File: config.mk
export PLATFORM = sky130hd
export DESIGN_NAME = dl_router
export DESIGN_NICKNAME = d
export VERILOG_FILES = /design/src/hw/vic_loader_pkg.sv /design/src/hw/dl_router.sv
export VERILOG_INCLUDE_DIRS = /design/src /design/src/include
export SDC_FILE = /design/constraint.sdc
export NUM_CORES = 1
export LEC_CHECK = 0
export BUFFER_PORTS_ARGS = -buffer_cell sky130_fd_sc_hd__buf_2
export CAP_MARGIN = 20
export CORE_MARGIN = 2
export CORE_UTILIZATION = 37
export DETAILED_ROUTE_END_ITERATION = 8
export PLACE_DENSITY = 0.91
export REMOVE_ABC_BUFFERS = 1
export SETUP_SLACK_MARGIN = 0.02
export SLEW_MARGIN = 15
export SYNTH_ARGS = -nofsm -noshare
export SYNTH_HDL_FRONTEND = slang
export SYNTH_SLANG_ARGS = --single-unit
File: constraint.sdc
create_clock -name clk_sys -period 1.4 [get_ports clk_sys]
set_input_delay 0.28 -clock clk_sys [delete_from_list [all_inputs] [get_ports clk_sys]]
set_output_delay 0.28 -clock clk_sys [all_outputs]
set_load 0.03 [all_outputs]
File: src/include/vic_loader_defines.svh
`ifndef VIC_LOADER_DEFINES_SVH
`define VIC_LOADER_DEFINES_SVH

// Download stream and VIC bus widths
`define VL_IDX_W      8
`define VL_DL_ADDR_W  25
`define VL_ADDR_W     16
`define VL_DATA_W     8

// Download indices as sent by the host
`define VL_IDX_PRG     8'd1
`define VL_IDX_CRT     8'd2
`define VL_IDX_CRT_RAW 8'd3
`define VL_IDX_TAP     8'd5

// First addresses that may not be written
`define VL_PRG_LIMIT  16'hA000
`define VL_CART_LIMIT 16'hC000

// 4096 byte tape buffer, 16 entry FIFO
`define VL_TAPE_AW    12
`define VL_FIFO_AW    4

`endif
File: src/hw/vic_loader_pkg.sv
`include "vic_loader_defines.svh"

package vic_loader_pkg;

	// One byte of a download as it comes from the host
	typedef struct packed {
		logic [`VL_IDX_W-1:0]     index;
		logic [`VL_DL_ADDR_W-1:0] addr;
		logic [`VL_DATA_W-1:0]    data;
	} dl_beat_t;

	// Write into the VIC memory configuration port
	typedef struct packed {
		logic [`VL_ADDR_W-1:0] addr;
		logic [`VL_DATA_W-1:0] data;
	} mem_wr_t;

	// Expansion RAM options chosen by the user
	typedef struct packed {
		logic       ram1;
		logic [1:0] ram2_sel;
		logic       ram3;
		logic       cart_writable;
	} ram_cfg_t;

	// Block enables and read-only flags for the five expansion blocks
	typedef struct packed {
		logic [4:0] ext;
		logic [4:0] ro;
	} mem_map_t;

endpackage

File: src/hw/dl_router.sv
`timescale 1ns/1ps
`include "vic_loader_defines.svh"

module dl_router import vic_loader_pkg::*; (
	input  logic                 clk_sys,
	input  logic                 reset,
	input  logic                 dl_active_i,
	input  logic                 dl_wr_i,
	input  dl_beat_t             dl_beat_i,
	input  logic                 prg_wr_i,
	input  mem_wr_t              prg_i,
	input  logic                 cart_wr_i,
	input  mem_wr_t              cart_i,
	output logic                 rt_active_o,
	output dl_beat_t             rt_beat_o,
	output logic                 prg_wr_o,
	output logic                 cart_wr_o,
	output logic                 tape_wr_o,
	output logic [`VL_IDX_W-1:0] rt_index_o,
	output logic                 conf_wr_o,
	output mem_wr_t              conf_o
);

	logic beat_ok;

	assign beat_ok = dl_wr_i & dl_active_i;

	always_ff @(posedge clk_sys) begin
		if (reset) begin
			rt_active_o <= 1'b0;
			rt_index_o  <= '0;
			prg_wr_o    <= 1'b0;
			cart_wr_o   <= 1'b0;
			tape_wr_o   <= 1'b0;
		end else begin
			rt_active_o <= dl_active_i;
			// Index is held after the download so the loaders see the falling edge
			if (dl_active_i)
				rt_index_o <= dl_beat_i.index;
			prg_wr_o  <= beat_ok && (dl_beat_i.index == `VL_IDX_PRG);
			cart_wr_o <= beat_ok && ((dl_beat_i.index == `VL_IDX_CRT) ||
				(dl_beat_i.index == `VL_IDX_CRT_RAW));
			tape_wr_o <= beat_ok && (dl_beat_i.index == `VL_IDX_TAP);
		end
	end

	always_ff @(posedge clk_sys) begin
		if (dl_wr_i)
			rt_beat_o <= dl_beat_i;
	end

	// Only one loader is ever active
	assign conf_wr_o = prg_wr_i | cart_wr_i;
	assign conf_o    = prg_wr_i ? prg_i : cart_i;

endmodule

### After elaboration in Yosys (flattened, before gate mapping)

Cells that the tools add are included.

* bits in writable memories: 0
* register bits: 53
* input port bits: 95
* memory bits (read-only): 0
* memories kept: 0
* latch bits: 0
* output and inout bits: 78
* word-level logic and storage cells: 19

* order comparisons: 0
* eq/ne operators: 4
* shift operators: 0
* $mul: 0
* add/sub/neg operators: 0
* bitwise operators: 2
* reductions and logical operators: 4
* muxes and demuxes: 1
* divide/modulo/power cells: 0

Operators with widths (number)
* $mux 24: 1
* $eq 8x2->1 const B: 2
* $eq 8x1->1 const B: 1
* $eq 8x3->1 const B: 1
* $logic_and 1x1->1: 3
* $and 1x1->1: 1
* $logic_or 1x1->1: 1
* $or 1x1->1: 1

### Logic depth before layout (Yosys ltp)

Gate-level depths: netlist (run 1).

* depth after elaboration: 3
* depth in mapped cells: 3
* mapped depth without buffers: 2

### Worst setup path before layout (run 1)

Ideal clock, no wire load.

* path kind: input to output
* from: input port prg_wr_i
* to: output port conf_o[0] (netlist bit)
* arrival: 1.075 ns
* stages on the path: 3
* path buffers: 2
* path slack: 0.045 ns
* required time: 1.120 ns
* path through: buf_2 > buf_2 > mux2_2

RTL lines
* from (decl): RTL line dl_router.sv:10 `input logic prg_wr_i,`
* to (decl): RTL line dl_router.sv:21 `output mem_wr_t conf_o`

==> impl_results.md, run 1 <==
- Count leader, synth: edfxtp_1
- RSZ-0062 raised after global routing: no
- Placed instance area: 2900 um2
- Crit Path Class: input pin to output port
- FF+latch count, synth: 53
- Leading area contributor after synthesis: edfxtp_1
- M2 GR Usage: 0.326
- Syn Inst Count: 107
- Total CTS buffers: 5
- Seq/Total Area, Yosys: 0.755
- Max_cap viols: 0
- Worst Tran Pin Value: 0.262 ns
- Max Clk Rate: 762 MHz
- Gr ovfl total: 0
- Post-synthesis compound-gate area fraction: 0
- Placed cells: 346
- Synth Area in Simple Gates: 0.0507
- Starting Density: 0.381
- Top-level port count: 173
- Yosys warns: 0
- Synthesized area: 1950 um2
- Area Overhead vs Synth: 55.6%
- Register share of total power: 0.505
- Cell area after layout: 3030 um2
- Std-Cell Core Area: 5110 um2
- Switching power: 971 uW
- FP Rows: 26
- Leak: 0.00144 uW
- Final hold slack: 0.157 ns
- Largest net degree at the start of global routing: 41
- Combinational Power Share: 0.214
- Worst EP arrival: 1.03 ns
- Tot GR Track Use: 0.172
- Clock power frac: 0.280
- Switching Share: 0.267
- Nets: 378
- Via density: 4.53
- Area of the die: 5860 um2
- DP HPWL: 4260 um
- Max Transition Viols Final: 0
- P_int: 2670 uW
- First-pass GRT wire length: 7510 um
- EDFF count, synth: 41
- Root Buffer: clkbuf_8
- DR WL/cell: 14.4 um
- P per Cell Area: 1200 nW/um2
- Final non-filler cell total: 357
- Fin Clk Skew: 0 ns
- Hold WC Path Type: input pin to register
- Reg2Reg Launch Point: rt_index_o[4]$_SDFFE_PP0P_
- Post-synthesis adder-cell area fraction: 0
- Worst-path clk slew: 0.09 ns
- Die Width: 76.6 um
- CTS tree: done
- 1st-pass router iterations: 4
- CP endpoint kind: output port
- Headroom to the max-slew limit: 0.825
- Main combinational cell family by area after synthesis: multiplexers
- Max IR drop VDD: 0.629 mV
- Clock Tree Buf Depth: 2
- Min-delay src: dl_beat_i[6]
- Final ANT Viol Nets: 0
- Setup violators final: 0
- Die height: 76.6 um
- Ratio of final minimum period to clock period: 0.938
- Routed wire length: 5130 um
- Number of fill cells: 413
- Initial antenna violation count: 3
- Worst-skew pair later-pin latency: 0.29 ns
- Total number of vias: 1616
- Final Hold Vio Count: 0
- Critical-path maximum fanout: 25
- CP Launch Type: input pin
- Share of cells above drive strength 1: 0.732
- Post-synth top area share: 0.632
- H-tree depth: 2
- XOR/XNOR share of the synthesized area: 0
- Top cells by area, synth: edfxtp_1 63%, mux2_2 14%, dfxtp_1 12%, mux2i_1 4.1%, nor2_1 1.5%
- Crit path time final: 1.31 ns
- Synth async-reset ratio: 0
- Critical Path Source: prg_wr_i
- GR peak layer: met2
- GR Util met3: 0.0557
- Vias in the first global route: 1552
- Port buffer count: 172
- Post-synthesis area per instance: 18.2 um2
- Top cells by count, synth: 41 x edfxtp_1, 24 x mux2_2, 12 x dfxtp_1
- Unique masters post-synth: 15
- Routability cong.: 0.801
- Synth Flop Type: edfxtp_1
- Drt initial violations: 61
- Met1 Use GR: 0.160
- Mux contribution to synthesized area: 0.180
- Worst EP required: 1.12 ns
- Post-CTS setup buffers: 0
- DRC violation count after routing: 0
- Clock Sinks: 53
- Status: completed
==> stage by stage <==
| stage | setup slack (ns) | setup TNS [ns] | total power, uW | util |
|---|---|---|---|---|
| after floorplan | 0.270 | 0 | 2320 | - |
| after global placement | -0.136 | -2.65 | 2640 | 0.568 |
| after detailed placement | -0.150 | -3.03 | 2660 | 0.568 |
| after CTS | 0.0839 | 0 | 3670 | 0.592 |
| after global routing | 0.0598 | 0 | 3770 | 0.593 |
| final | 0.0869 | 0 | 3640 | 0.593 |
==> critical path: stages <==
cell	delay (ns)
buf_6	0.19
mux2_2	0.37
buf_2	0.18
==> registers in the layout, indices dropped and copies added (netlist names) <==
signal / cells
rt_active_o: 1
cart_wr_o: 1
prg_wr_o: 1
rt_beat_o: 41
tape_wr_o: 1
rt_index_o: 8
==> cell families after synthesis <==
| family | Yosys count |
|---|---|
| buffers and inverters | 6 |
| DFF | 53 |
| muxes | 32 |
| and+or+nand+nor | 16 |
==> final timing paths <==
check                                    end  slack [ns]  cells after the start
hold / removal        rt_beat_o[6]$_DFFE_PP_        0.16                      1
setup / recovery                   conf_o[5]        0.09                      3
setup reg to reg  rt_index_o[4]$_SDFFE_PP0P_        0.79                      2
hold reg to reg   rt_index_o[7]$_SDFFE_PP0P_        0.50                      2
==> power groups by stage <==
stage	clock [uW]	sequential, uW	combinational [uW]
after detailed placement	0	1880	783
after global routing	1090	1850	824
final	1020	1840	781
after CTS	1040	1840	787
after floorplan	0	2110	210
after global placement	0	1870	773
==> placed cells by master, fill, tap and decap left out <==
cell type,n
buf_2,171
dfxtp_1,12
buf_12,1
or2_2,1
nor4b_2,1
nor2b_1,1
buf_4,1
buf_6,1
clkbuf_8,6
diode_2,3
nand2b_1,1
inv_1,1
mux2i_1,8
nor2_1,8
nor4_1,2
nand4bb_1,1
mux2_2,24
edfxtp_1,41
bufinv_16,1
or4_4,1
clkbuf_1,1
==> timing repair <==
action                     CTS  global route
hold buffers                 0             0
resized for setup            2             0
setup endpoints to repair   24             0
==> final cells by class <==
class                           instances  area (um2)  area share
Sequential cell                        53        1470       0.486
Antenna cell                            3        7.51     0.00248
Clock inverter                          1        30.0     0.00991
Inverter                                1        3.75     0.00124
Clock buffer                            7        86.3      0.0285
Tap cell                               70        87.6      0.0289
Timing Repair Buffer                  174         895       0.295
Multi-Input combinational cell         48         449       0.148
==> per-layer routing <==
metal / vias up / share of wire
li1: 756 / -
met5: - / 0
met1: 730 / 0.33
met2: 122 / 0.53
met4: 0 / 0.039
met3: 8 / 0.10
Power figures use the tool's default switching activity.
==> run 2, diff against run 1 <==
- ABC_AREA: unset -> 1
- CORE_MARGIN: 2 -> unset
==> run 2 against run 1 <==
Against the previous run:
- power rose by 0.71%
- hold slack lost 0.0074 ns
- worst setup slack improved by 0.10 ns
- combinational power grew 2.9%
- critical endpoint is now conf_o[19]
==> impl_results.md, run 2 <==
- Crit path time final: 1.21 ns
- Count leader, synth: nand2_1
- Worst Tran Pin Value: 0.293 ns
- Post-synth top area share: 0.622
- FP Rows: 26
- CP Launch Type: input pin
- Total number of vias: 1863
- Die Width: 75.2 um
- Max_cap viols: 0
- Synth async-reset ratio: 0
- Leak: 0.00160 uW
- P per Cell Area: 1200 nW/um2
- Starting Density: 0.385
- Routed wire length: 5210 um
- Final ANT Viol Nets: 0
- Status: completed
- FF+latch count, synth: 53
- DP HPWL: 4330 um
- Leading area contributor after synthesis: edfxtp_1
- Yosys warns: 0
- CP endpoint kind: output port
- Diode count: 0
- Top cells by area, synth: edfxtp_1 62%, nand2_1 14%, dfxtp_1 12%, a21oi_1 2.0%, inv_1 1.9%
- Gr ovfl total: 0
- Root Buffer: clkbuf_8
- Final Hold Vio Count: 0
- RSZ-0062 raised after global routing: no
- Vias in the first global route: 1738
- Setup violators final: 0
- Unique masters post-synth: 17
- Top-level port count: 173
- Area Overhead vs Synth: 54.5%
- Headroom to the max-slew limit: 0.805
- Post-layout util: 0.595
- Max Clk Rate: 827 MHz
- Syn Inst Count: 172
- Die height: 75.2 um
- Top cells by count, synth: 74 x nand2_1, 41 x edfxtp_1, 12 x dfxtp_1
- Number of fill cells: 422
- Ratio of final minimum period to clock period: 0.864
- Synthesized area: 1980 um2
- Crit Path Class: input pin to output port
- Clock Tree Buf Depth: 2
- DR WL/cell: 12.3 um
- Critical-path maximum fanout: 12
- Largest regs: rt_beat_o x41, rt_index_o x8
- H-tree depth: 2
- Synth Flop Type: edfxtp_1
- Nets: 446
- Port buffer count: 172
- Final total power: 3670 uW
- Worst EP required: 1.12 ns
- Largest net degree at the start of global routing: 25
- Final hold slack: 0.149 ns
- Seq/Total Area, Yosys: 0.743
- Fin Clk Skew: 0 ns
- Most frequent cells in the layout: 172 x buf_2, 74 x nand2_1, 41 x edfxtp_1, 12 x dfxtp_1, 10 x inv_1
- Clock Sinks: 53
- Max Transition Viols Final: 0
- Share of cells above drive strength 1: 0.551
- Max incr delay on CP: 0.19 ns
- Max IR drop VDD: 0.657 mV
- Total CTS buffers: 5
- Tot GR Track Use: 0.177
- First-pass GRT wire length: 7380 um
- Worst-skew pair later-pin latency: 0.30 ns
- Drt initial violations: 40
- Max reg flops: 41
- Final non-filler cell total: 422
- Multi-input gate area: 423 um2
- Seq. cell area: 1470 um2
- Largest Register: rt_beat_o
- EDFF count, synth: 41
- Initial antenna violation count: 0
- Worst EP arrival: 0.93 ns
- 1st-pass router iterations: 6
- Post-CTS setup buffers: 0
- Setup TNS: 0 ns
- Placed cells: 414
- Hold WC Path Type: input pin to register
- Worst path slowest cell: buf_2
- Worst-path clk slew: 0.10 ns
- Post-synthesis area per instance: 11.5 um2
- Std-Cell Core Area: 5140 um2
- CTS tree: done
- Via density: 4.41
- Commonest non-fill, non-tap cell in the layout: buf_2
- Routability cong.: 0.862
- CP Cell Sequence: buf_2 > buf_4 > nand2_1 > nand2_1 > buf_2
- Area of the die: 5650 um2
- DRC violation count after routing: 0
run 2: cell count changes after synthesis, moves of 4 or more:
| cell | delta |
|---|---|
| mux2_2 | -24 |
| mux2i_1 | -8 |
| a21oi_1 | +8 |
| inv_1 | +9 |
| nand2_1 | +74 |
| o21ai_0 | +6 |
| nor2_1 | -4 |
run 2: cell families after synthesis:
kind of cell	share of synthesized area
flip-flops	0.743
AND/OR/NAND/NOR	0.169
AO/OA/AOI/OAI	0.0442
buffers and inverters	0.0436
run 2: area by class of cell:
cell class	count	area share
flip-flops and latches	53	0.481
repair buffers	178	0.300
multi-input cells	101	0.138
well taps	70	0.0286
clock buffers	5	0.0225
inverters	12	0.0155
clock inverters	3	0.0143
run 2: power by group:
group | internal [uW] | switching, uW
Combinational | 255 | 549
Sequential | 1810 | 30.2
Clock | 536 | 483
run 2: metal layers:
layer,global-route usage,part of all wire
met5,0,0
met4,0.0782,0.016
met3,0.0495,0.094
met2,0.356,0.54
met1,0.162,0.35
run 2: path summary, 6_finish.rpt:
kind	cells after the start	slack (ns)	startpoint	end
worst max-delay path	5	0.19	prg_wr_i	conf_o[19]
worst min-delay path	1	0.15	dl_beat_i[24]	rt_beat_o[24]$_DFFE_PP_
worst max register to register	2	0.75	rt_index_o[2]$_SDFFE_PP0P_	rt_index_o[2]$_SDFFE_PP0P_
worst min register to register	2	0.50	rt_index_o[6]$_SDFFE_PP0P_	rt_index_o[6]$_SDFFE_PP0P_
run 2: worst max-delay path, delay by kind of cell:
family        cells  cell delay (ns)
buf+inv           3             0.50
simple gates      2             0.14
run 2: metrics by stage:
step | setup WS [ns] | area [um2]
global placement | 0.105 | 2950
CTS | 0.0730 | 3060
detailed placement | 0.0762 | 2950
floorplan | 0.342 | 1940
finish | 0.190 | 3060
global route | 0.0964 | 3060
run 2: timing repair:
item | in CTS | in global routing
hold buffers | 0 | 0
setup endpoints to repair | 0 | 21
resized for setup | 0 | 2
==> run 3, diff against run 2 <==
==> constraint.sdc (replaced) <==
create_clock -name clk_sys -period 1.4 [get_ports clk_sys]
set_input_delay 0.21 -clock clk_sys [delete_from_list [all_inputs] [get_ports clk_sys]]
set_output_delay 0.21 -clock clk_sys [all_outputs]
set_load 0.03 [all_outputs]
==> run 3 against run 2 <==
Against the previous run:
- fmax down 1.1%
- global-route usage is 0.42 points lower
- power shrank 4.8%
- via count shrank 0.70%
- cell area fell by 1.3%
- largest power group unchanged
- flip-flop and latch count is the same
- first-iteration DRC count increased by 70%
- critical endpoint is now conf_o[1]
- core utilization fell by 0.75 points
- final cell count shrank 0.71%
- critical path depth unchanged
==> impl_results.md, run 3 (synthesis gave the netlist of run 2 again) <==
- Clock Sinks: 53
- Critical-path maximum fanout: 15
- DP HPWL: 4310 um
- Final total power: 3490 uW
- Total CTS buffers: 5
- GR Util met3: 0.0415
- 1st-pass router iterations: 4
- Leak: 0.00158 uW
- Area Overhead vs Synth: 52.6%
- Min-delay src: dl_beat_i[4]
- Setup violators final: 0
- Crit Path Class: input pin to output port
- Ratio of final minimum period to clock period: 0.873
- Worst Tran Pin Value: 0.301 ns
- Routability cong.: 0.820
- CTS tree: done
- Critical Path Source: prg_wr_i
- Starting Density: 0.385
- Max_cap viols: 0
- Final ANT Viol Nets: 0
- Max Transition Viols Final: 0
- First-pass GRT wire length: 7120 um
- Max IR drop VDD: 0.540 mV
- Number of fill cells: 419
- P per Cell Area: 1160 nW/um2
- Most frequent cells in the layout: 172 x buf_2, 74 x nand2_1, 41 x edfxtp_1, 12 x dfxtp_1, 10 x inv_1
- Final Hold Vio Count: 0
- Via density: 4.42
- Fin Clk Skew: 0 ns
- Multi-input gate area: 423 um2
- Top-level port count: 173
- Post_cts resized: 0
- Initial antenna violation count: 0
- CP endpoint kind: output port
- Max Clk Rate: 818 MHz
- Nets: 443
- Worst-path clk slew: 0.09 ns
- Drt initial violations: 68
- Gr ovfl total: 0
- Tot GR Track Use: 0.173
- Setup TNS: 0 ns
- Diode count: 0
- Seq. cell area: 1470 um2
- Vias in the first global route: 1594
- Worst-skew pair later-pin latency: 0.30 ns
- DR WL/cell: 12.4 um
- Post-CTS setup buffers: 0
- GR peak layer: met2
- DRC violation count after routing: 0
- FP Rows: 26
- Worst EP required: 1.19 ns
- Met1 Use GR: 0.171
- Total number of vias: 1850
- RSZ-0062 raised after global routing: no
- Port buffer count: 172
- Worst EP arrival: 1.01 ns
- Root Buffer: clkbuf_8
- Largest regs: rt_beat_o x41, rt_index_o x8
- Post-CTS Hold Fix Bufs: 0
- Max reg flops: 41
- Std-Cell Core Area: 5140 um2
- Hold WC Path Type: input pin to register
- Largest net degree at the start of global routing: 25
- Clock Tree Buf Depth: 2
- H-tree depth: 2
- Share of cells above drive strength 1: 0.547
- Reg2Reg Launch Point: rt_index_o[1]$_SDFFE_PP0P_
- Status: completed
- Largest Register: rt_beat_o
- Routed wire length: 5200 um
- CP Launch Type: input pin
- Die Width: 75.2 um
- Commonest non-fill, non-tap cell in the layout: buf_2
- Die height: 75.2 um
- Area of the die: 5650 um2
- Crit path time final: 1.22 ns
- M2 GR Usage: 0.339
- Headroom to the max-slew limit: 0.799
run 3: cell count changes in the layout (fill, tap and decap cells not counted):
| cell | delta |
|---|---|
| bufinv_16 | -1 |
| inv_6 | -1 |
| clkinv_4 | +1 |
| clkbuf_8 | +1 |
| buf_4 | -3 |
run 3: final timing paths:
path / end / slack [ns] / cells after the start
worst max register to register: rt_index_o[1]$_SDFFE_PP0P_ / 0.74 / 2
worst max-delay path: conf_o[1] / 0.18 / 5
worst min register to register: rt_index_o[6]$_SDFFE_PP0P_ / 0.50 / 2
worst min-delay path: rt_beat_o[4]$_DFFE_PP_ / 0.08 / 1
run 3: worst max-delay path, stage by stage:
cell	delay (ns)
buf_2	0.24
buf_4	0.23
nand2_1	0.08
nand2_1	0.07
buf_2	0.19
run 3: through the flow:
stage               std cells  area [um2]   util  worst slack, ns  hold WS, ns
floorplan                 166        1940      -            0.482        0.297
finish                    419        3020  0.588            0.177       0.0808
CTS                       419        3020  0.587           0.0770       0.0699
global route              419        3020  0.588           0.0891       0.0711
detailed placement        411        2920  0.569           0.0764        0.388
global placement          411        2920  0.569            0.165        0.387
run 3: area by class of cell:
class | instances | share of cell area
sequential | 53 | 0.487
timing repair buffer | 175 | 0.296
multi-input combinational | 101 | 0.140
tap | 70 | 0.0290
clock buffer | 6 | 0.0273
inverter | 12 | 0.0157
clock inverter | 2 | 0.00455
run 3: report_power, final:
part           internal (uW)  total (uW)  leakage, uW  switching [uW]
sequential              1810        1840     0.000500            29.4
combinational            250         798      0.00103             548
clock                    401         851    0.0000512             451
run 3: routing by layer:
metal | up-vias | part of all wire | routed length, um
li1 | 915 | - | -
met1 | 812 | 0.35 | 1800
met2 | 112 | 0.54 | 2830
met3 | 11 | 0.093 | 485
met4 | 0 | 0.017 | 89
met5 | - | 0 | 0
