==> src/include/vic_loader_defines.svh <==
`ifndef VIC_LOADER_DEFINES_SVH
`define VIC_LOADER_DEFINES_SVH

// Download stream and VIC bus widths
`define VL_IDX_W      8
`define VL_DL_ADDR_W  25
`define VL_ADDR_W     16
`define VL_DATA_W     8

// Download indices as sent by the host
`define VL_IDX_PRG     8'd1
`define VL_IDX_CRT     8'd2
`define VL_IDX_CRT_RAW 8'd3
`define VL_IDX_TAP     8'd5

// First addresses that may not be written
`define VL_PRG_LIMIT  16'hA000
`define VL_CART_LIMIT 16'hC000

// 4096 byte tape buffer, 16 entry FIFO
`define VL_TAPE_AW    12
`define VL_FIFO_AW    4

`endif
==> src/hw/vic_loader_pkg.sv <==
`include "vic_loader_defines.svh"

package vic_loader_pkg;

	// One byte of a download as it comes from the host
	typedef struct packed {
		logic [`VL_IDX_W-1:0]     index;
		logic [`VL_DL_ADDR_W-1:0] addr;
		logic [`VL_DATA_W-1:0]    data;
	} dl_beat_t;

	// Write into the VIC memory configuration port
	typedef struct packed {
		logic [`VL_ADDR_W-1:0] addr;
		logic [`VL_DATA_W-1:0] data;
	} mem_wr_t;

	// Expansion RAM options chosen by the user
	typedef struct packed {
		logic       ram1;
		logic [1:0] ram2_sel;
		logic       ram3;
		logic       cart_writable;
	} ram_cfg_t;

	// Block enables and read-only flags for the five expansion blocks
	typedef struct packed {
		logic [4:0] ext;
		logic [4:0] ro;
	} mem_map_t;

endpackage

==> src/hw/prg_loader.sv <==
`timescale 1ns/1ps
`include "vic_loader_defines.svh"

module prg_loader import vic_loader_pkg::*; (
	input  logic                 clk_sys,
	input  logic                 reset,
	input  logic                 rt_active_i,
	input  logic [`VL_IDX_W-1:0] rt_index_i,
	input  logic                 beat_wr_i,
	input  dl_beat_t             beat_i,
	output logic                 wr_o,
	output mem_wr_t              wr_data_o
);

	logic [`VL_ADDR_W-1:0] load_addr;
	logic                  active_q;
	logic [3:0]            patch_step;
	logic [2:0]            ptr_sel;
	logic                  dl_end;
	logic                  hdr_lo;
	logic                  hdr_hi;
	logic                  data_wr;

	// BASIC pointers 0x2D..0x32 followed by 0xAE/0xAF
	function automatic logic [`VL_ADDR_W-1:0] ptr_addr(input logic [2:0] sel);
		if (sel < 3'd6)
			return 16'h002D + {13'd0, sel};
		return 16'h00A8 + {13'd0, sel};
	endfunction

	assign dl_end  = active_q & ~rt_active_i & (rt_index_i == `VL_IDX_PRG);
	assign ptr_sel = patch_step[3:1];

	// Two header bytes carry the load address
	assign hdr_lo  = beat_wr_i && (beat_i.addr == '0);
	assign hdr_hi  = beat_wr_i && (beat_i.addr == `VL_DL_ADDR_W'(1));
	assign data_wr = beat_wr_i && !hdr_lo && !hdr_hi && (load_addr < `VL_PRG_LIMIT);

	//////////////////////////////////////////////////
	// Control

	always_ff @(posedge clk_sys) begin
		if (reset) begin
			active_q   <= 1'b0;
			patch_step <= '0;
			wr_o       <= 1'b0;
		end else begin
			active_q <= rt_active_i;
			if (dl_end)
				patch_step <= 4'd1;
			else if (patch_step != 4'd0)
				patch_step <= patch_step + 4'd1;
			// Odd steps write, even steps idle
			wr_o <= data_wr | patch_step[0];
		end
	end

	//////////////////////////////////////////////////
	// Address and write data

	always_ff @(posedge clk_sys) begin
		if (hdr_lo) begin
			load_addr[7:0] <= beat_i.data;
		end else if (hdr_hi) begin
			load_addr[15:8] <= beat_i.data;
		end else if (data_wr) begin
			wr_data_o.addr <= load_addr;
			wr_data_o.data <= beat_i.data;
			load_addr      <= load_addr + 16'd1;
		end else if (patch_step[0]) begin
			wr_data_o.addr <= ptr_addr(ptr_sel);
			// Even pointers take the low byte
			wr_data_o.data <= ptr_sel[0] ? load_addr[15:8] : load_addr[7:0];
		end
	end

endmodule

==> config.mk <==
export PLATFORM = sky130hd
export DESIGN_NAME = prg_loader
export DESIGN_NICKNAME = d
export VERILOG_FILES = /design/src/hw/vic_loader_pkg.sv /design/src/hw/prg_loader.sv
export VERILOG_INCLUDE_DIRS = /design/src /design/src/include
export SDC_FILE = /design/constraint.sdc
export NUM_CORES = 1
export LEC_CHECK = 0
export ABC_AREA = 1
export BUFFER_PORTS_ARGS = -buffer_cell sky130_fd_sc_hd__clkbuf_2
export CAP_MARGIN = 5
export CELL_PAD_IN_SITES_DETAIL_PLACEMENT = 0
export CELL_PAD_IN_SITES_GLOBAL_PLACEMENT = 1
export CORE_MARGIN = 2
export CORE_UTILIZATION = 26
export DETAILED_ROUTE_END_ITERATION = 7
export GPL_ROUTABILITY_DRIVEN = 0
export HOLD_SLACK_MARGIN = 0.15
export PLACE_DENSITY_LB_ADDON = 0.3
export RECOVER_POWER = 50
export SLEW_MARGIN = 40
export SYNTH_ARGS = -nofsm -noshare
export SYNTH_HDL_FRONTEND = slang
export SYNTH_SLANG_ARGS = --single-unit
==> constraint.sdc <==
create_clock -name clk_sys -period 2.4 [get_ports clk_sys]
set_input_delay 0.24 -clock clk_sys [delete_from_list [all_inputs] [get_ports clk_sys]]
set_output_delay 0.24 -clock clk_sys [all_outputs]
set_load 0.02 [all_outputs]
---- After elaboration in Yosys (flattened, before gate mapping) ----
Index checks and enable logic that the tools add are counted.
cells by class
  add/subtract/negate cells ............... 4
  muxes and demuxes ....................... 16
  bitwise logic cells ..................... 6
  eq/ne operators ......................... 3
  $lt $le $gt $ge ......................... 2
  reductions and logical operators ........ 17
operators with widths
  kind                                                               number
  16-bit 2-to-1 mux                                                  3
  24-bit 2-to-1 mux                                                  2
  8-bit 2-to-1 mux                                                   4
  25-bit by 1-bit == test with 1-bit output (second input constant)  1
  25-bit zero test                                                   1
  16-bit by 1-bit adder with 16-bit output (second input constant)   1
  16-bit < comparator (second input constant)                        1
  8-bit by 3-bit adder with 9-bit output (first input constant)      1
  8-bit by 1-bit == test with 1-bit output (second input constant)   1
  2-bit nonzero test                                                 4
  6-bit by 3-bit adder with 7-bit output (first input constant)      1
  1-bit 2-to-1 mux                                                   7
  1-bit logical AND                                                  5
  4-bit by 1-bit adder with 4-bit output (second input constant)     1
  2-bit AND reduction                                                2
  4-bit nonzero test                                                 1
  3-bit < comparator (second input constant)                         1
  1-bit inverter                                                     3
  3-bit AND reduction                                                1
  1-bit bitwise AND                                                  2
  1-bit zero test                                                    2
  2-bit inequality test (second input constant)                      1
  2-bit OR reduction                                                 1
  1-bit bitwise OR                                                   1
word-level totals
  output and inout bits ................... 25
  logic and storage cells ................. 56
  register bits after elaboration ......... 46
  input port bits ......................... 53

---- Depth between registers and ports, before layout ----
Gate-level depths: netlist of run 1.
  depth in word-level cells ............... 12
  gate-level depth with buffers ........... 9

---- Worst setup path before layout of run 1 ----
Ideal clock, no wire load.
  kind .................................... register -> register
  from .................................... reg load_addr[13]
  to ...................................... reg wr_data_o[0] in the netlist's numbering, enable pin
  arrival time ............................ 1.391 ns
  clock period less this slack ............ 1.770 ns
  path buffers ............................ 0
  library setup time ...................... 0.379 ns
  stages on the path, launching flop included .. 6
  data required time ...................... 2.021 ns
  slack ................................... 0.630 ns
  cells stage by stage .................... edfxtp_1 -> inv_2 -> nand2_2 -> a21boi_4 -> o21ai_0 -> inv_1
between the ends
  longest elaborated chain between the ends .. 4
ends and longest elaborated chain
  item                           line              RTL
  start: declaration             prg_loader.sv:15  logic [`VL_ADDR_W-1:0] load_addr;
  start signal: assignment       prg_loader.sv:65  load_addr[15:8] <= beat_i.data;
  start signal: assignment       prg_loader.sv:69  load_addr <= load_addr + 16'd1;
  16-bit < comparator (no line)  n/a
  1-bit logical AND              prg_loader.sv:37  assign data_wr = beat_wr_i && !hdr_lo && !hdr_hi && (load_addr < `VL_PRG_LIMIT);
  2-bit nonzero test (no line)   n/a
  3-bit AND reduction (no line)  n/a
  end: declaration               prg_loader.sv:12  output mem_wr_t wr_data_o
Every way passes these cells.
A chain may end at the register's enable or synchronous reset.

---- Worst setup path after layout of run 1 ----
  from .................................... reg load_addr[13]
  to ...................................... reg wr_data_o[5] in the netlist's numbering (data pin)
between the ends
  longest elaborated chain between the ends .. 3
  elaborated cells between the ends (all ways) .. 5
ends and longest elaborated chain
  item                                                                      line                                RTL
  16-bit < comparator (no line) / 8-bit 2-to-1 mux (equally long branches)  n/a
  1-bit logical AND / 24-bit 2-to-1 mux (equally long branches)             prg_loader.sv:37, prg_loader.sv:70
  24-bit 2-to-1 mux (*)                                                     prg_loader.sv:66                    end else if (data_wr) begin
Mark *: on every way between the ends. The rest lies on a longest branch, timed or not. The select of a mux whose other input is x is not followed.

==> run metrics, run 1 <==
Setup crit start kind=flip-flop; met3 WL post-DR=370 um; Fill cells=1194; Mapped Area=2850 um^2; Area Overhead vs Synth=20.1%; Tcrit/Tclk final=about 83%; sequential standard cell area=1320 um^2; DR top layer=met4; die area=11800 um^2; Yosys cell types=28; Leak=1.51 nW; die height=109 um; dpl ws=463 ps; first-pass GRT wire length=11.5 mm; Synth Flop Type=edfxtp_1; Worst Hold Class=in -> reg; initial antenna violation count=0; Yosys reg bits=46; Clock Path Buffers=2; Clock transition at path regs=roughly 90 ps; Critical Path RT=2460 ps; num rows=38; wire length on met2=3.29 mm; EDFF count, synth=40; Setup crit end=wr_data_o[5]$_DFFE_PP_; FF-to-FF End=wr_data_o[5]$_DFFE_PP_; Mean Syn Cell Area=7.87 um^2; crit path kind=reg -> reg; final worst slack=397 ps; Seq/Total Area, Yosys=46.4%; Total GRT Usage=12.7%; I/O pin cnt=78; clk_skew=8.44 ps; r2r setup slk=400 ps; final hold vios=0; Core Area=10700 um^2; vias per cell=approximately 4.3; status=complete, no violations; latest clock arrival within the worst-skew pair=roughly 300 ps; HPWL reported at the end of detailed placement=slightly below 6 mm; CP startpoint=load_addr[13]$_DFFE_PP_; chip width=109 um; Post-Route WL=approximately 7.2 mm; CTS Buf Count=5; Post-synth ARST share=0%; share of cells above drive strength 1=18.6%; Syn. warnings=0; FF-to-FF Start=load_addr[13]$_DFFE_PP_; Initial Util=26.5%; PostCTS Resize Cnt=0; Slew Limit Fails=0; largest net degree at the start of global routing=18; DR DRC count=0; CP endpoint kind=flip-flop; crit-path max FO=12; crit path DAT=between 2000 and 2500 ps; clk root buf=clkbuf_8; fmax=499 MHz; port bufs=69; Post-Syn Instances=362; # diodes=0; vias in the first global route=2406; WL/cell=12.3 um; GRT overflow=0; Setup violations, final=0; ANT nets after route=0; worst min-delay path startpoint=rt_index_i[7]; fin crit period=about 2000 ps; htree depth=2; CTS Sinks=46; Slew HR=a little under three fifths; Metal-1 WL=3.41 mm; Max IR drop VDD=roughly 190 uV; Net Count, Synth=around 420; r2r worst-path depth=7; RSZ-0062 raised after global routing=no; setup_tns=0 ps; initial drt markers=100; CTS tree=yes; worst slew pin tran=657 ps; layout net count=498; vias=2506; Max Cap Violations=0; Pre-Repair DR Iteration Count=4; area of the multi-input gates=1310 um^2; PD cells=568 nW/um^2
-- kinds of logic (layout without fill, tap and decap cells) --
logic type,after synthesis,after routing,share of synthesized area [%]
buf+inv,43,123,6.94
fa+ha+maj,4,4,1.76
xor+xnor,11,11,3.38
flops,46,46,46.4
compound gates,18,18,3.86
simple gates,240,240,37.7
-- flip-flops by register name (all words and copies together) (netlist names) --
register	count
wr_data_o	24
active_q	1
patch_step	4
load_addr	16
wr_o	1
-- stage by stage --
step / util (%) / hold slack, ps / area [um^2] / std cells / total power, mW
after floorplan: - / 302 / 2850 / 362 / 1.31
after global placement: 31.4 / 455 / 3370 / 572 / 1.48
after detailed placement: 31.4 / 461 / 3370 / 572 / 1.49
after CTS: 32.4 / 245 / 3480 / 582 / 1.99
after global routing: 31.8 / 272 / 3420 / 582 / 2.05
final: 31.8 / 248 / 3420 / 582 / 1.94
-- synth_stat cells (5+ instances only) --
cell      instances  area, um^2
nor2_4            5        56.3
o21ai_0          12        60.1
nand2_2          11        68.8
inv_1            33         124
xor2_1           11        96.3
edfxtp_1         40        1200
nand4_1           6        37.5
nand3_1          40         200
dfxtp_1           6         120
nor2_1           53         199
nand2_1         116         435
-- what timing repair did --
item                                    in CTS  in global routing
endpoints found under the hold margin        2                  0
setup buffers                                0                  0
hold buffers                                 2                  0
endpoints found under the setup margin       0                  0
-- worst max-delay path, stage by stage (launching register included) --
cell      delay (ps)
edfxtp_1         480
inv_1            150
nand2_1          100
a21boi_4         290
nand2_1          200
clkbuf_1         340
nand2_1          140
nand2_1           50
-- cell usage in the layout (no fill, tap or decap), drive strengths merged, types with 2 or more instances in the layout --
master	synthesis	final
xor2	11	11
o21ai	13	13
nor2	62	62
nand3	41	41
buf	6	7
inv	35	36
ha	4	4
edfxtp	40	40
dfxtp	6	6
nand2	129	129
clkbuf	2	77
dlygate4sd3	0	2
a21oi	3	3
nand4	6	6
-- cell type report --
| class | count | share of cell area [%] |
|---|---|---|
| Timing Repair Buffer | 80 | 11.5 |
| Sequential cell | 46 | 38.6 |
| Clock buffer | 6 | 2.41 |
| Tap cell | 140 | 5.12 |
| Clock inverter | 2 | 0.329 |
| Inverter | 35 | 3.84 |
| Multi-Input combinational cell | 273 | 38.1 |
-- worst min path at each step --
| stage | endpoint | slack (ps) | cells after the start |
|---|---|---|---|
| 5_1_grt | patch_step[0]$_SDFFE_PP0P_ | 270 | 4 |
| 6_report | patch_step[0]$_SDFFE_PP0P_ | 250 | 4 |
| 3_5_place_dp | active_q$_SDFF_PP0_ | 460 | 3 |
| 3_3_place_gp | active_q$_SDFF_PP0_ | 460 | 3 |
| 2_1_floorplan | wr_o$_SDFF_PP0_ | 300 | 1 |
| 4_1_cts | patch_step[0]$_SDFFE_PP0P_ | 250 | 4 |
-- layer usage --
| metal | vias up | GRT usage [%] |
|---|---|---|
| li1 | 1329 | - |
| met4 | 0 | 3.85 |
| met3 | 6 | 2.39 |
| met5 | - | 0 |
| met2 | 62 | 20.9 |
| met1 | 1109 | 16.9 |
-- power breakdown --
part	internal, mW	switching [mW]	total [mW]	leakage (nW)
Sequential	0.986	0.0427	1.03	0.431
Clock	0.233	0.267	0.500	0.0515
Combinational	0.127	0.288	0.415	1.03
Total	1.35	0.598	1.94	1.51
Note: power is estimated with default switching activity, not from simulation.
==> run 2: changes to the inputs <==
ABC_AREA = 0   (was 1)
clock period = 2 ns   (was 2.4 ns; I/O delays follow)
==> run 2 against run 1 <==
Against the previous run: core utilization increased by 2.5 points; critical path type unchanged; hold slack got worse by 94 ps; die area decreased by 14%; register-to-register slack got worse by 210 ps; largest cell class unchanged; worst setup slack got worse by 210 ps; largest power group unchanged; clock-buffer cell count increased by 1; via count decreased by 28%; critical endpoint is now wr_data_o[14]$_SDFFCE_PN0P_; combinational power decreased by 14%.
==> run metrics, run 2 <==
EDFF count, synth=40; PD cells=658 nW/um^2; htree depth=2; Yosys reg bits=46; share of cells above drive strength 1=approximately a third; CTS Buf Count=5; Seq/Total Area, Yosys=54.0%; Clock Path Buffers=2; initial drt markers=50; vias in the first global route=1918; Finished Core Util=about 34%; Synth Flop Type=edfxtp_1; I/O pin cnt=78; port bufs=69; Slew Limit Fails=0; PostCTS Resize Cnt=0; Slew HR=49.9%; die area=slightly above 10000 um^2; Post-synth ARST share=0%; crit path kind=reg -> reg; dpl ws=-47.0 ps; commonest non-fill, non-tap cell in the layout=clkbuf_2; leading registers by flop count=wr_data_o: 24 flops, load_addr: 16 flops, patch_step: 4 flops; setup_tns=0 ps; Max IR drop VDD=212 uV; GRT overflow=0; Clock transition at path regs=80 ps; FF-to-FF Start=load_addr[14]$_DFFE_PP_; final std cells w/o fill=400; latest clock arrival within the worst-skew pair=300 ps; fmax=551 MHz; worst min-delay path startpoint=reset; fin crit period=1810 ps; FF-to-FF End=wr_data_o[14]$_SDFFCE_PN0P_; most common cell in the netlist=edfxtp_1; Mean Syn Cell Area=approximately 13 um^2; Post-CTS Setup Bufs=0; first-pass GRT wire length=around 9.5 mm; CTS tree=yes; max reg flops=24; most frequent cells in the layout=clkbuf_2 (44), edfxtp_1 (40), clkbuf_1 (30), mux2_2 (26), buf_4 (17); status=complete, no violations; Biggest register=wr_data_o; Setup crit start kind=flip-flop; Post-Syn Instances=194; Initial Util=between 20% and 30%; clk_skew=about 5.5 ps; WL/cell=14.3 um; worst hold endpoint=wr_o$_SDFF_PP0_; CP endpoint kind=flip-flop; # diodes=0; wire length on met2=2.76 mm; met3 WL post-DR=221 um; crit path DAT=1820 ps; Post-Route WL=5.71 mm; Critical Path RT=2010 ps; total power=2.07 mW; Synth top cells by count=edfxtp_1 (40), mux2_2 (26), mux2i_1 (12), nor4_1 (12), nand2_1 (11); initial antenna violation count=0; Worst Hold Depth=2; Pre-Repair DR Iteration Count=2; Total GRT Usage=12.0%; Core Area=9200 um^2; die height=101 um; Yosys cell types=31; crit-path max FO=16; Worst Hold Class=in -> reg; final hold vios=0; final worst slack=186 ps; DR DRC count=0; vias=1794; Tcrit/Tclk final=approximately 90%; DR top layer=met4; Setup violations, final=0; HPWL reported at the end of detailed placement=roughly 4.3 mm; Net Count, Synth=251; CTS Sinks=46; layout net count=346; Metal-1 WL=2.65 mm; Area Overhead vs Synth=28.9%; clk root buf=clkbuf_8; ANT nets after route=0; Syn. warnings=0; largest cells by area after synthesis=edfxtp_1 (49%), mux2_2 (12%), dfxtp_1 (4.9%), mux2i_1 (4.9%), xor2_1 (3.6%); largest net degree at the start of global routing=17; Max Cap Violations=0; r2r setup slk=190 ps; Leak=between 1 and 1.5 nW; r2r worst-path depth=6; Yosys top cell area share=49.1%; chip width=101 um; dpl cells=392; num rows=35; vias per cell=between 4 and 5; Mapped Area=2450 um^2; worst slew pin tran=750 ps; post-synth top area cell=edfxtp_1; RSZ-0062 raised after global routing=no
==> run 2: worst max path at each step <==
stage | startpoint | endpoint | slack [ps] | depth (start not counted)
finish | load_addr[14]$_DFFE_PP_ | wr_data_o[14]$_SDFFCE_PN0P_ | 190 | 6
global route | load_addr[6]$_DFFE_PP_ | load_addr[15]$_DFFE_PP_ | 10 | 4
CTS | load_addr[6]$_DFFE_PP_ | load_addr[15]$_DFFE_PP_ | 190 | 4
detailed placement | beat_i[23] | load_addr[7]$_DFFE_PP_ | -50 | 6
global placement | beat_i[23] | load_addr[3]$_DFFE_PP_ | -10 | 6
floorplan | beat_i[23] | wr_data_o[0]$_DFFE_PP_ | 40 | 5
==> run 2: cell type report <==
cell class / count / area [um^2]
flip-flops and latches: 46 / 1320
repair buffers: 93 / 523
multi-input cells: 135 / 1070
well taps: 111 / 139
fillers: 956 / 6040
inverters: 8 / 30.0
clock buffers: 7 / 76.3
==> run 2: power breakdown <==
part | total [mW] | leakage (nW) | switching [mW] | internal, mW
logic | 0.358 | 0.781 | 0.228 | 0.130
registers | 1.17 | 0.328 | 0.0272 | 1.14
clock network | 0.551 | 0.0383 | 0.310 | 0.242
total | 2.07 | 1.15 | 0.565 | 1.51
==> run 2: metrics by stage <==
stage          cell area (um^2)  hold WS (ps)
6_report                   3160           153
5_1_grt                    3160           153
4_1_cts                    3210           151
3_5_place_dp               3120           440
3_3_place_gp               3120           435
2_1_floorplan              2450           269
==> run 2: logic make-up after synthesis <==
logic type / Yosys count / synth area share [%]
compound gates: 8 / 2.15
xor+xnor: 18 / 6.44
fa+ha+maj: 4 / 2.04
buf+inv: 13 / 2.30
flops: 46 / 54.0
mux: 38 / 16.9
simple gates: 67 / 16.3
==> run 2: layer usage <==
metal | track usage (%) | vias to the layer above
met2 | 20.5 | 41
met3 | 2.57 | 6
met1 | 15.4 | 844
li1 | - | 903
met4 | 3.43 | 0
met5 | 0 | -
==> run 2: critical path, cell delays in order, from the launching register on <==
cell      delay, ps
edfxtp_1        420
o21ai_0         210
buf_4           150
o211ai_1        120
buf_12          190
o21ai_1         170
buf_4           260
==> run 2: timing repair <==
action / in CTS / in global routing
setup endpoints to repair: 0 / 0
endpoints found under the hold margin: 1 / 0
hold buffers: 1 / 0
==> run 3: changes to the inputs <==
CTS_BUF_LIST = sky130_fd_sc_hd__clkbuf_8   (was unset)
==> run 3 against run 2 <==
Against the previous run: die area unchanged; sequential share of layout area unchanged; critical path depth unchanged; wire length about the same; hold slack worse by 0.83 ps; design area unchanged; final cell count unchanged; first-iteration DRC count unchanged; worst setup slack unchanged; non-clock buffer count unchanged.
==> run metrics, run 3 (same netlist as run 2, synthesis figures left out) <==
chip width=~100 um; setup_tns=0 ps; clk root buf=clkbuf_8; Setup crit start kind=flip-flop; crit path cell chain=o21ai_0 > buf_4 > o211ai_1 > buf_12 > o21ai_1 > buf_4; Core Area=9200 um^2; Worst Hold Class=in -> reg; max reg flops=24; Pre-Repair DR Iteration Count=2; share of cells above drive strength 1=34.3%; ANT nets after route=0; Slew HR=between 50% and 60%; switching pwr=approximately 570 uW; vias per cell=4.49; status=complete, no violations; Flop pwr share=about 56%; RSZ-0062 raised after global routing=no; r2r setup slk=190 ps; worst slew pin tran=748 ps; max incr delay on CP=420 ps; largest net degree at the start of global routing=17; Tcrit/Tclk final=between 90% and 100%; GRT overflow=0; # diodes=0; Setup crit end=wr_data_o[14]$_SDFFCE_PN0P_; CP startpoint=load_addr[14]$_DFFE_PP_; most frequent cells in the layout=clkbuf_2 (44), edfxtp_1 (40), clkbuf_1 (28), mux2_2 (26), buf_4 (17); cts-stage hold buffer count=1; Biggest register=wr_data_o; P_int=about 1.5 mW; Clk pwr share=26.2%; dpl ws=-47.0 ps; initial antenna violation count=0; r2r worst-path depth=6; I/O pin cnt=78; initial drt markers=50; htree depth=2; Post-Route WL=5.71 mm; part of the power in combinational logic=17.3%; crit path kind=reg -> reg; vias in the first global route=about 1900; leading registers by flop count=wr_data_o: 24 flops, load_addr: 16 flops, patch_step: 4 flops; FF-to-FF Start=load_addr[14]$_DFFE_PP_; CP endpoint kind=flip-flop; vias=~1800; Max IR drop VDD=212 uV; die height=101 um; first-pass GRT wire length=about 9.5 mm; Net Sw Frac=between 20% and 30%; CTS Sinks=46; commonest non-fill, non-tap cell in the layout=clkbuf_2; Setup violations, final=0; slowest CP cell=edfxtp_1; layout net count=346; PD cells=655 nW/um^2; Initial Util=about a quarter; Max Cap Violations=0; latest clock arrival within the worst-skew pair=300 ps; Critical Path RT=2010 ps; FF-to-FF End=wr_data_o[14]$_SDFFCE_PN0P_; final worst slack=186 ps; DR DRC count=0; crit-path max FO=16; port bufs=69; worst hold margin=152 ps; Post-CTS Setup Bufs=0; final hold vios=0; Clock Path Buffers=2; Total GRT Usage=12.0%; die area=around 10000 um^2; num rows=35; most frequent cell on the critical path=buf_4; Area Overhead vs Synth=28.9%; WL/cell=between 10 and 15 um; Finished Core Util=34.3%; Slew Limit Fails=0; crit path DAT=about 1800 ps; clk_skew=approximately 5.6 ps; Clock transition at path regs=approximately 80 ps; fmax=551 MHz; Leak=around 1.2 nW; CTS tree=yes; CTS Buf Count=5; PostCTS Resize Cnt=0; HPWL reported at the end of detailed placement=4.26 mm; fin crit period=1810 ps; total power=approximately 2.1 mW
-- run 3: layout make-up --
class / count / area, um^2
Inverter: 8 / 30.0
Clock buffer: 5 / 68.8
Fill cell: 956 / 6040
Sequential cell: 46 / 1320
Multi-Input combinational cell: 135 / 1070
Tap cell: 111 / 139
Clock inverter: 2 / 7.51
Timing Repair Buffer: 93 / 523
-- run 3: worst min path at each step --
stage | endpoint | depth (start not counted) | start
global placement | active_q$_SDFF_PP0_ | 2 | rt_active_i
global route | active_q$_SDFF_PP0_ | 2 | reset
detailed placement | active_q$_SDFF_PP0_ | 2 | rt_active_i
floorplan | wr_o$_SDFF_PP0_ | 1 | reset
finish | wr_o$_SDFF_PP0_ | 2 | reset
CTS | wr_o$_SDFF_PP0_ | 2 | reset
-- run 3: power groups by stage --
stage / clock (mW) / sequential, mW / combinational (mW)
final: 0.542 / 1.17 / 0.358
after floorplan: 0 / 1.26 / 0.124
after global placement: 0 / 1.19 / 0.378
after CTS: 0.557 / 1.17 / 0.386
after global routing: 0.595 / 1.17 / 0.401
after detailed placement: 0 / 1.19 / 0.382
-- run 3: worst max-delay path: cells and delay by family, from the launching register on --
family	cells	cell delay, ps
AOI/OAI and AO/OA	3	500
buffers and inverters	3	600
DFF	1	420
-- run 3: through the flow --
stage / instances / area [um^2]
2_1_floorplan: 194 / 2450
3_3_place_gp: 392 / 3120
3_5_place_dp: 392 / 3120
4_1_cts: 400 / 3210
5_1_grt: 400 / 3160
6_report: 400 / 3160
-- run 3: layer usage --
layer | GRT usage [%] | vias to the layer above | share of wire, %
met1 | 15.4 | 844 | 46
met5 | 0 | - | 0
li1 | - | 903 | -
met2 | 20.5 | 41 | 48
met4 | 3.43 | 0 | 1.3
met3 | 2.57 | 6 | 3.9
